### src/common/attack_cfg.svh
`ifndef ATTACK_CFG_SVH
`define ATTACK_CFG_SVH

// Active cycles per attack class
`define SMASH_CYCLES   16
`define JAB_CYCLES     8
`define SPECIAL_CYCLES 24

// Knockback words, X in upper half and Y in lower half
`define KB_SMASH_U 32'h00000800
`define KB_SMASH_D 32'h0000F7FE
// Pushes left with a small upward lift
`define KB_SMASH_L 32'hF7FE00E0
// Pushes right with the same lift
`define KB_SMASH_R 32'h080000E0

// Upward step while special up runs
`define MOVE_SPECIAL_U 32'h00000010

`endif

### src/common/attack_pkg.sv
package attack_pkg;

	// Screen coordinate or extent
	typedef logic [15:0] coord_t;

	// Packed X/Y word, also used for status and effect outputs
	typedef logic [31:0] word_t;

	// Attack id, zero for none
	typedef logic [3:0] attack_code_t;

	// Sequencer states
	typedef enum logic [1:0] {
		IDLE,
		ACTIVE,
		RECOVER
	} seq_state_t;

	// Codes match the status bit each attack raises
	localparam attack_code_t ATK_SMASH_U   = 4'd1;
	localparam attack_code_t ATK_SMASH_D   = 4'd2;
	localparam attack_code_t ATK_SMASH_L   = 4'd3;
	localparam attack_code_t ATK_SMASH_R   = 4'd4;
	localparam attack_code_t ATK_JAB       = 4'd5;
	localparam attack_code_t ATK_SPECIAL_U = 4'd6;
	localparam attack_code_t ATK_SPECIAL_D = 4'd7;
	localparam attack_code_t ATK_SPECIAL_L = 4'd8;
	localparam attack_code_t ATK_SPECIAL_R = 4'd9;
	// Neutral special, direction from facing
	localparam attack_code_t ATK_SPECIAL_N = 4'd10;

endpackage

### src/common/hitbox_if.sv
`timescale 1ns/1ps

interface hitbox_if;
	import attack_pkg::*;

	// Box origin
	coord_t x;
	coord_t y;
	// Box extent
	coord_t w;
	coord_t h;

	// Driven by hitbox construction
	modport source (output x, output y, output w, output h);

	// Read by the overlap test
	modport check (input x, input y, input w, input h);

endinterface

### src/hw/input_decoder.sv
`timescale 1ns/1ps

module input_decoder (
	input  logic                     clock,
	input  logic                     rst_n,
	input  attack_pkg::word_t        controls,
	output logic                     req_valid,
	output attack_pkg::attack_code_t req_code,
	output logic                     req_facing
);
	import attack_pkg::*;

	logic smash_l, smash_r, smash_u, smash_d;
	logic btn_a, btn_b, facing_r;
	logic tilt_l, tilt_r, tilt_u, tilt_d;
	attack_code_t code_next;

	// Smash triggers
	assign smash_l = controls[23];
	assign smash_r = controls[22];
	assign smash_u = controls[21];
	assign smash_d = controls[20];

	// Buttons and facing
	assign btn_a    = controls[16];
	assign btn_b    = controls[17];
	assign facing_r = controls[26];

	// Stick X all zero is left, all one is right
	assign tilt_l = (controls[15:13] == 3'b000);
	assign tilt_r = (controls[15:13] == 3'b111);
	// Stick Y all one is up, all zero is down
	assign tilt_u = (controls[7:5] == 3'b111);
	assign tilt_d = (controls[7:5] == 3'b000);

	// Priority resolve
	always_comb begin
		code_next = '0;
		if (smash_l)
			code_next = ATK_SMASH_L;
		else if (smash_r)
			code_next = ATK_SMASH_R;
		else if (smash_u)
			code_next = ATK_SMASH_U;
		else if (smash_d)
			code_next = ATK_SMASH_D;
		else if (btn_a)
			code_next = ATK_JAB;
		else if (btn_b) begin
			// Tilts checked L, R, U, D
			if (tilt_l)
				code_next = ATK_SPECIAL_L;
			else if (tilt_r)
				code_next = ATK_SPECIAL_R;
			else if (tilt_u)
				code_next = ATK_SPECIAL_U;
			else if (tilt_d)
				code_next = ATK_SPECIAL_D;
			else
				code_next = ATK_SPECIAL_N;
		end
	end

	// One request per cycle
	always_ff @(posedge clock or negedge rst_n) begin
		if (!rst_n) begin
			req_valid  <= 1'b0;
			req_code   <= '0;
			req_facing <= 1'b0;
		end else begin
			req_valid  <= (code_next != '0);
			req_code   <= code_next;
			req_facing <= facing_r;
		end
	end

endmodule

### src/attack/attack_sequencer.sv
`timescale 1ns/1ps
`include "attack_cfg.svh"

module attack_sequencer (
	input  logic                     clock,
	input  logic                     rst_n,
	input  logic                     req_valid,
	input  attack_pkg::attack_code_t req_code,
	input  logic                     req_facing,
	input  logic                     hit,
	output attack_pkg::attack_code_t active_code,
	output logic                     active_facing,
	output logic                     strike,
	output attack_pkg::word_t        attack
);
	import attack_pkg::*;

	// Longest duration sets counter width
	localparam int MAX_CYCLES = (`SMASH_CYCLES > `JAB_CYCLES) ?
		((`SMASH_CYCLES > `SPECIAL_CYCLES) ? `SMASH_CYCLES : `SPECIAL_CYCLES) :
		((`JAB_CYCLES > `SPECIAL_CYCLES) ? `JAB_CYCLES : `SPECIAL_CYCLES);
	localparam int CNT_W = (MAX_CYCLES > 1) ? $clog2(MAX_CYCLES) : 1;

	seq_state_t       state_q;
	logic [CNT_W-1:0] cnt_q;
	attack_code_t     code_q;
	logic             facing_q;
	logic [11:1]      status_q;
	word_t            code_bit;

	// Counter preload, one less than active cycles
	function automatic logic [CNT_W-1:0] load_count(input attack_code_t code);
		logic [CNT_W-1:0] n;
		case (code)
			ATK_SMASH_U, ATK_SMASH_D, ATK_SMASH_L, ATK_SMASH_R:
				n = CNT_W'(`SMASH_CYCLES - 1);
			ATK_JAB:
				n = CNT_W'(`JAB_CYCLES - 1);
			default:
				n = CNT_W'(`SPECIAL_CYCLES - 1);
		endcase
		return n;
	endfunction

	// Status bit position equals the code
	assign code_bit = word_t'(1) << req_code;

	always_ff @(posedge clock or negedge rst_n) begin
		if (!rst_n) begin
			state_q  <= IDLE;
			cnt_q    <= '0;
			code_q   <= '0;
			facing_q <= 1'b0;
			status_q <= '0;
		end else begin
			case (state_q)
				IDLE: begin
					// Requests outside IDLE are simply dropped
					if (req_valid) begin
						state_q  <= ACTIVE;
						cnt_q    <= load_count(req_code);
						code_q   <= req_code;
						facing_q <= req_facing;
						status_q <= {1'b1, code_bit[10:1]};
					end
				end
				ACTIVE: begin
					if (cnt_q == '0) begin
						state_q  <= RECOVER;
						status_q <= '0;
					end else begin
						cnt_q <= cnt_q - 1'b1;
					end
				end
				// Single dead cycle before the next attack
				RECOVER: state_q <= IDLE;
				default: state_q <= IDLE;
			endcase
		end
	end

	// Code only visible while active
	assign active_code   = (state_q == ACTIVE) ? code_q : '0;
	assign active_facing = facing_q;
	assign strike        = (state_q == ACTIVE) & hit;

	// Bit 0 follows the live hit
	assign attack = {20'b0, status_q, status_q[11] & hit};

endmodule

### src/attack/hitbox_gen.sv
`timescale 1ns/1ps

module hitbox_gen (
	input  attack_pkg::word_t        char1_pos,
	input  attack_pkg::word_t        char1_size,
	input  attack_pkg::attack_code_t active_code,
	input  logic                     active_facing,
	hitbox_if.source                 box
);
	import attack_pkg::*;

	localparam logic [1:0] DIR_L = 2'd0;
	localparam logic [1:0] DIR_R = 2'd1;
	localparam logic [1:0] DIR_U = 2'd2;
	localparam logic [1:0] DIR_D = 2'd3;

	coord_t px, py, wd, ht;
	coord_t hw, hh;
	logic [1:0] dir;

	// Attacker box fields
	assign px = char1_pos[31:16];
	assign py = char1_pos[15:0];
	assign wd = char1_size[31:16];
	assign ht = char1_size[15:0];

	// Half extents, rounded down
	assign hw = wd >> 1;
	assign hh = ht >> 1;

	// Direction from code
	always_comb begin
		case (active_code)
			ATK_SMASH_U, ATK_SPECIAL_U: dir = DIR_U;
			ATK_SMASH_D, ATK_SPECIAL_D: dir = DIR_D;
			ATK_SMASH_L, ATK_SPECIAL_L: dir = DIR_L;
			ATK_SMASH_R, ATK_SPECIAL_R: dir = DIR_R;
			// Jab and neutral special use facing
			default: dir = active_facing ? DIR_R : DIR_L;
		endcase
	end

	// Origin per direction, wraps at 16 bits
	always_comb begin
		case (dir)
			DIR_L: begin
				box.x = px - hw;
				box.y = py + (hh >> 1);
			end
			DIR_R: begin
				box.x = px + wd;
				box.y = py + (hh >> 1);
			end
			DIR_U: begin
				box.x = px + (hw >> 1);
				box.y = py + ht;
			end
			default: begin
				box.x = px + (hw >> 1);
				box.y = py - (hh >> 1);
			end
		endcase
	end

	// Size is fixed at half by half
	assign box.w = hw;
	assign box.h = hh;

endmodule

### src/attack/box_overlap.sv
`timescale 1ns/1ps

module box_overlap (
	hitbox_if.check           box,
	input  attack_pkg::word_t char2_pos,
	input  attack_pkg::word_t char2_size,
	output logic              hit
);
	import attack_pkg::*;

	coord_t ox, oy, ow, oh;
	logic [16:0] hb_x_end, hb_y_end;
	logic [16:0] op_x_end, op_y_end;
	logic ov_x, ov_y;

	// Opponent box fields
	assign ox = char2_pos[31:16];
	assign oy = char2_pos[15:0];
	assign ow = char2_size[31:16];
	assign oh = char2_size[15:0];

	// Far edges keep the carry so nothing wraps
	assign hb_x_end = {1'b0, box.x} + {1'b0, box.w};
	assign hb_y_end = {1'b0, box.y} + {1'b0, box.h};
	assign op_x_end = {1'b0, ox} + {1'b0, ow};
	assign op_y_end = {1'b0, oy} + {1'b0, oh};

	// Half-open interval overlap per axis
	assign ov_x = ({1'b0, box.x} < op_x_end) && ({1'b0, ox} < hb_x_end);
	assign ov_y = ({1'b0, box.y} < op_y_end) && ({1'b0, oy} < hb_y_end);

	assign hit = ov_x & ov_y;

endmodule

### src/hw/effect_unit.sv
`timescale 1ns/1ps
`include "attack_cfg.svh"

module effect_unit (
	input  logic                     clock,
	input  logic                     rst_n,
	input  attack_pkg::attack_code_t active_code,
	input  logic                     strike,
	output attack_pkg::word_t        knockback,
	output attack_pkg::word_t        movement
);
	import attack_pkg::*;

	always_ff @(posedge clock or negedge rst_n) begin
		if (!rst_n) begin
			knockback <= '0;
			movement  <= '0;
		end else begin
			// Only landed smashes change knockback
			if (strike) begin
				case (active_code)
					ATK_SMASH_U: knockback <= `KB_SMASH_U;
					ATK_SMASH_D: knockback <= `KB_SMASH_D;
					ATK_SMASH_L: knockback <= `KB_SMASH_L;
					ATK_SMASH_R: knockback <= `KB_SMASH_R;
					// Others hold the last value
					default: knockback <= knockback;
				endcase
			end
			// Step up each active cycle of special up, hit or not
			if (active_code == ATK_SPECIAL_U)
				movement <= `MOVE_SPECIAL_U;
			else
				movement <= '0;
		end
	end

endmodule

### src/hw/attack_coprocessor.sv
`timescale 1ns/1ps

module attack_coprocessor (
	input  logic              clock,
	input  logic              rst_n,
	input  attack_pkg::word_t controls,
	input  attack_pkg::word_t char1_pos,
	input  attack_pkg::word_t char1_size,
	input  attack_pkg::word_t char2_pos,
	input  attack_pkg::word_t char2_size,
	output attack_pkg::word_t attack,
	output attack_pkg::word_t knockback,
	output attack_pkg::word_t movement
);
	import attack_pkg::*;

	// Decoder to sequencer
	logic         req_valid;
	attack_code_t req_code;
	logic         req_facing;

	// Sequencer to hitbox and effects
	attack_code_t active_code;
	logic         active_facing;
	logic         strike;
	logic         hit;

	// Active hitbox
	hitbox_if hitbox_bus ();

	input_decoder i_input_decoder (
		.clock      (clock),
		.rst_n      (rst_n),
		.controls   (controls),
		.req_valid  (req_valid),
		.req_code   (req_code),
		.req_facing (req_facing)
	);

	attack_sequencer i_attack_sequencer (
		.clock         (clock),
		.rst_n         (rst_n),
		.req_valid     (req_valid),
		.req_code      (req_code),
		.req_facing    (req_facing),
		.hit           (hit),
		.active_code   (active_code),
		.active_facing (active_facing),
		.strike        (strike),
		.attack        (attack)
	);

	hitbox_gen i_hitbox_gen (
		.char1_pos     (char1_pos),
		.char1_size    (char1_size),
		.active_code   (active_code),
		.active_facing (active_facing),
		.box           (hitbox_bus.source)
	);

	box_overlap i_box_overlap (
		.box        (hitbox_bus.check),
		.char2_pos  (char2_pos),
		.char2_size (char2_size),
		.hit        (hit)
	);

	effect_unit i_effect_unit (
		.clock       (clock),
		.rst_n       (rst_n),
		.active_code (active_code),
		.strike      (strike),
		.knockback   (knockback),
		.movement    (movement)
	);

endmodule

### config.mk
export PLATFORM = sky130hd
export DESIGN_NAME = attack_coprocessor
export DESIGN_NICKNAME = d
export VERILOG_FILES = /design/src/common/attack_pkg.sv /design/src/common/hitbox_if.sv /design/src/hw/input_decoder.sv /design/src/attack/attack_sequencer.sv /design/src/attack/hitbox_gen.sv /design/src/attack/box_overlap.sv /design/src/hw/effect_unit.sv /design/src/hw/attack_coprocessor.sv
export VERILOG_INCLUDE_DIRS = /design/src /design/src/common
export SDC_FILE = /design/constraint.sdc
export NUM_CORES = 1
export LEC_CHECK = 0
export BUFFER_PORTS_ARGS = -buffer_cell sky130_fd_sc_hd__buf_2
export CAP_MARGIN = 20
export CELL_PAD_IN_SITES_DETAIL_PLACEMENT = 1
export CELL_PAD_IN_SITES_GLOBAL_PLACEMENT = 1
export CORE_MARGIN = 2
export CORE_UTILIZATION = 39
export CTS_BUF_LIST = sky130_fd_sc_hd__clkbuf_8 sky130_fd_sc_hd__clkbuf_16
export DETAILED_ROUTE_END_ITERATION = 10
export PLACE_DENSITY_LB_ADDON = 0.1
export SYNTH_ARGS = -nofsm -noshare
export SYNTH_HDL_FRONTEND = slang
export SYNTH_SLANG_ARGS = --single-unit
### constraint.sdc
create_clock -name clock -period 16.34 [get_ports clock]
set_input_delay 4.902 -clock clock [delete_from_list [all_inputs] [get_ports clock]]
set_output_delay 4.902 -clock clock [all_outputs]
set_load 0.05 [all_outputs]
==> results.sh <==
export IMPL_finalHoldViolCount=0
export IMPL_antenna_violating_nets_post_route=0
export IMPL_portBuffers=185
export IMPL_timing_final_setup_violations=0
export IMPL_unrepaired_setup_endpoints_after_global_routing="no"
export IMPL_period_share_pct=97.0
export IMPL_cts_num_sinks=35
export IMPL_timing_critical_path_slowest_stage_cell="fa_1"
export IMPL_cts_root_buf="clkbuf_16"
export IMPL_status="finished, final reports clean"
export IMPL_cell_count_after_synthesis=1117
export IMPL_synth_edf_count=0
export IMPL_critical_path_arrival_ns=10.95
export IMPL_final_period_minus_worst_setup_slack_ns=15.85
export IMPL_multiInputGateArea_um2=7020
export IMPL_insertion_delay_ns=0.28
export IMPL_hpwl_um=21400
export IMPL_timing_final_max_slew_violations=0
export IMPL_path_class="in -> out"
export IMPL_synth_seq_area_share_pct=10.3
export IMPL_clock_tree_htree_level_count=2
export IMPL_tritoncts="done"
export IMPL_layout_drive_gt1_share_pct=17.4
export IMPL_synth_main_ff_cell="dfrtp_1"
export IMPL_critical_path_required_ns=11.44
export IMPL_critPathLaunchType="primary input"
export IMPL_async_reset_ff_share_pct=100
export IMPL_dr_total_vias=8381
export IMPL_synth_area_um2=8530
export IMPL_post_synthesis_to_final_layout_area_growth_pct=12.3
export IMPL_fmaxAchievable_mhz=63.1
export IMPL_routabilityCongestion=0.810
export IMPL_most_frequent_standard_cell_in_the_layout_excluding_fill_and_tap_cells="buf_2"
export IMPL_drv_max_cap_violation_count=0
export IMPL_global_route_usage_total_pct=20.6
export IMPL_timing_max_slew_rel_slack_pct=43.4
export IMPL_die_area_um2=23100
export IMPL_grt_antenna_before_repair=1
export IMPL_seqCellArea_um2=876
export IMPL_ys_types=79
export IMPL_routed_wirelength_um=24700
export IMPL_final_cell_mix="184 x buf_2, 160 x ha_1, 101 x nor2_1"
export IMPL_hold_path_class="reg -> reg"
export IMPL_timing_critical_path_fanout_max=6
export IMPL_clkSlewWorstSetupHoldPaths_ns=0.05
export IMPL_floorplan_rows=54
export IMPL_finalClockSkew_ns=0.00420
export IMPL_tightestPinTransition_ns=0.827
export IMPL_fp_dieW_um=152
export IMPL_detail_route_vias_per_cell=5.40
export IMPL_drc_errors=0
export IMPL_global_route_wire_length_before_repair_um=40800
export IMPL_totalNegativeSetupSlack_ns=0
export IMPL_flip_flop_and_latch_count_after_synthesis=35
export IMPL_timing_reg2reg_setup_slack_ns=8.29
export IMPL_syn_avg_cell_area_um2=7.64
export IMPL_dr_first_iter_drc_count=270
export IMPL_core_area_um2=21600
export IMPL_maximum_number_of_pins_on_one_net_before_global_route_repair=36
export IMPL_endpoint_kind="output port"
export IMPL_yosysWarnings=0
export IMPL_initial_core_util_pct=39.5
export IMPL_fillerInstances=2845
export IMPL_grt_ovfl_total=0
export IMPL_route_detailed_wl_per_inst_um=15.9
export IMPL_fin_nets=1599
export IMPL_pin_count=258
export IMPL_hold_buffers=0
export IMPL_first_pass_iters=4
export IMPL_cts_buffers_inserted=5
export IMPL_die_y_um=152
export IMPL_cpPeakStageDelay_ns=0.42
export IMPL_grt_pass1_vias=8341
export IMPL_ctsLongestPathBuffers=2
[critical path: cells and delay by family]
kind / cells / cell delay [ns]
buf+inv: 4 / 0.50
xor+xnor: 1 / 0.23
fa+ha+maj: 4 / 1.24
compound gates: 15 / 3.20
simple gates: 6 / 0.85
[cell type report]
type                    instances  share of cell area [%]
clock inverters                 2                   0.365
clock buffers                   6                    1.45
multi-input cells             986                    73.3
flip-flops and latches         35                    9.14
diodes                          1                  0.0261
well taps                     280                    3.65
inverters                      54                    2.11
repair buffers                189                    10.0
[per-layer routing]
layer,vias up,wire (um),track usage (%)
met2,154,11800,36.8
met4,0,135,1.78
met3,10,815,1.68
met5,-,0,0
li1,4290,-,-
met1,3927,12000,28.2
[worst paths after layout]
kind	from	endpoint	cells after the start
worst max-delay path	char1_size[17]	attack[0]	30
worst min-delay path	i_input_decoder.req_facing$_DFF_PN0_	i_attack_sequencer.active_facing$_DFFE_PN0P_	2
worst max register to register	i_attack_sequencer.state_q[0]$_DFFE_PN0P_	i_effect_unit.knockback[7]$_DFFE_PN0P_	32
worst min register to register	i_input_decoder.req_facing$_DFF_PN0_	i_attack_sequencer.active_facing$_DFFE_PN0P_	2
max in group asynchronous	rst_n	i_attack_sequencer.state_q[0]$_DFFE_PN0P_	1
min in group asynchronous	rst_n	i_attack_sequencer.status_q[3]$_DFFE_PN0P_	1
[cells in the mapped netlist, types with 21 or more instances]
cell     count  area share, %
nor2_1     101            4.4
inv_1       54            2.4
xor2_1      41            4.2
and3_1      21            1.5
ha_1       160             23
a21oi_1     99            5.8
dfrtp_1     35             10
nand2_1     84            3.7
nand3_1     21            1.2
xnor2_1     49            5.0
a21o_1      27            2.4
o21ai_0     53            3.1
nor3_1      31            1.8
buf_4       78            6.9
[cells by family after synthesis]
| kind of cell | share of synthesized area [%] |
|---|---|
| xor gates and xnor gates | 9.24 |
| DFF | 10.3 |
| other | 0.0439 |
| AOI/OAI and AO/OA | 25.1 |
| adders and majority gates | 24.9 |
| buffers and inverters | 10.0 |
| muxes | 0.249 |
| and+or+nand+nor | 20.2 |
[through the flow]
step                util, %  area (um2)  hold WS (ns)  cells  setup slack [ns]
floorplan                 -        8730         0.426   1169             0.506
global placement       43.4        9380         0.437   1544             0.201
detailed placement     43.4        9380         0.462   1544             0.130
CTS                    44.2        9560         0.480   1552            0.0953
global route           44.3        9580         0.526   1552            0.0194
finish                 44.3        9590         0.474   1553             0.488
[registers in the layout, summed over array words and instances (netlist names)]
signal / count
i_attack_sequencer.active_facing: 1
i_attack_sequencer.cnt_q: 5
i_attack_sequencer.code_q: 4
i_attack_sequencer.state_q: 2
i_attack_sequencer.status_q: 11
i_effect_unit.knockback: 5
i_effect_unit.movement: 1
i_input_decoder.req_code: 4
i_input_decoder.req_facing: 1
i_input_decoder.req_valid: 1
[timing repair]
action	4_1_cts	5_1_grt
endpoints found under the setup margin	0	1
buffers inserted	0	0
resized for setup	0	13
Power is not shown: default switching activity piles up to over one toggle a cycle in this logic, so the estimate is an artifact.
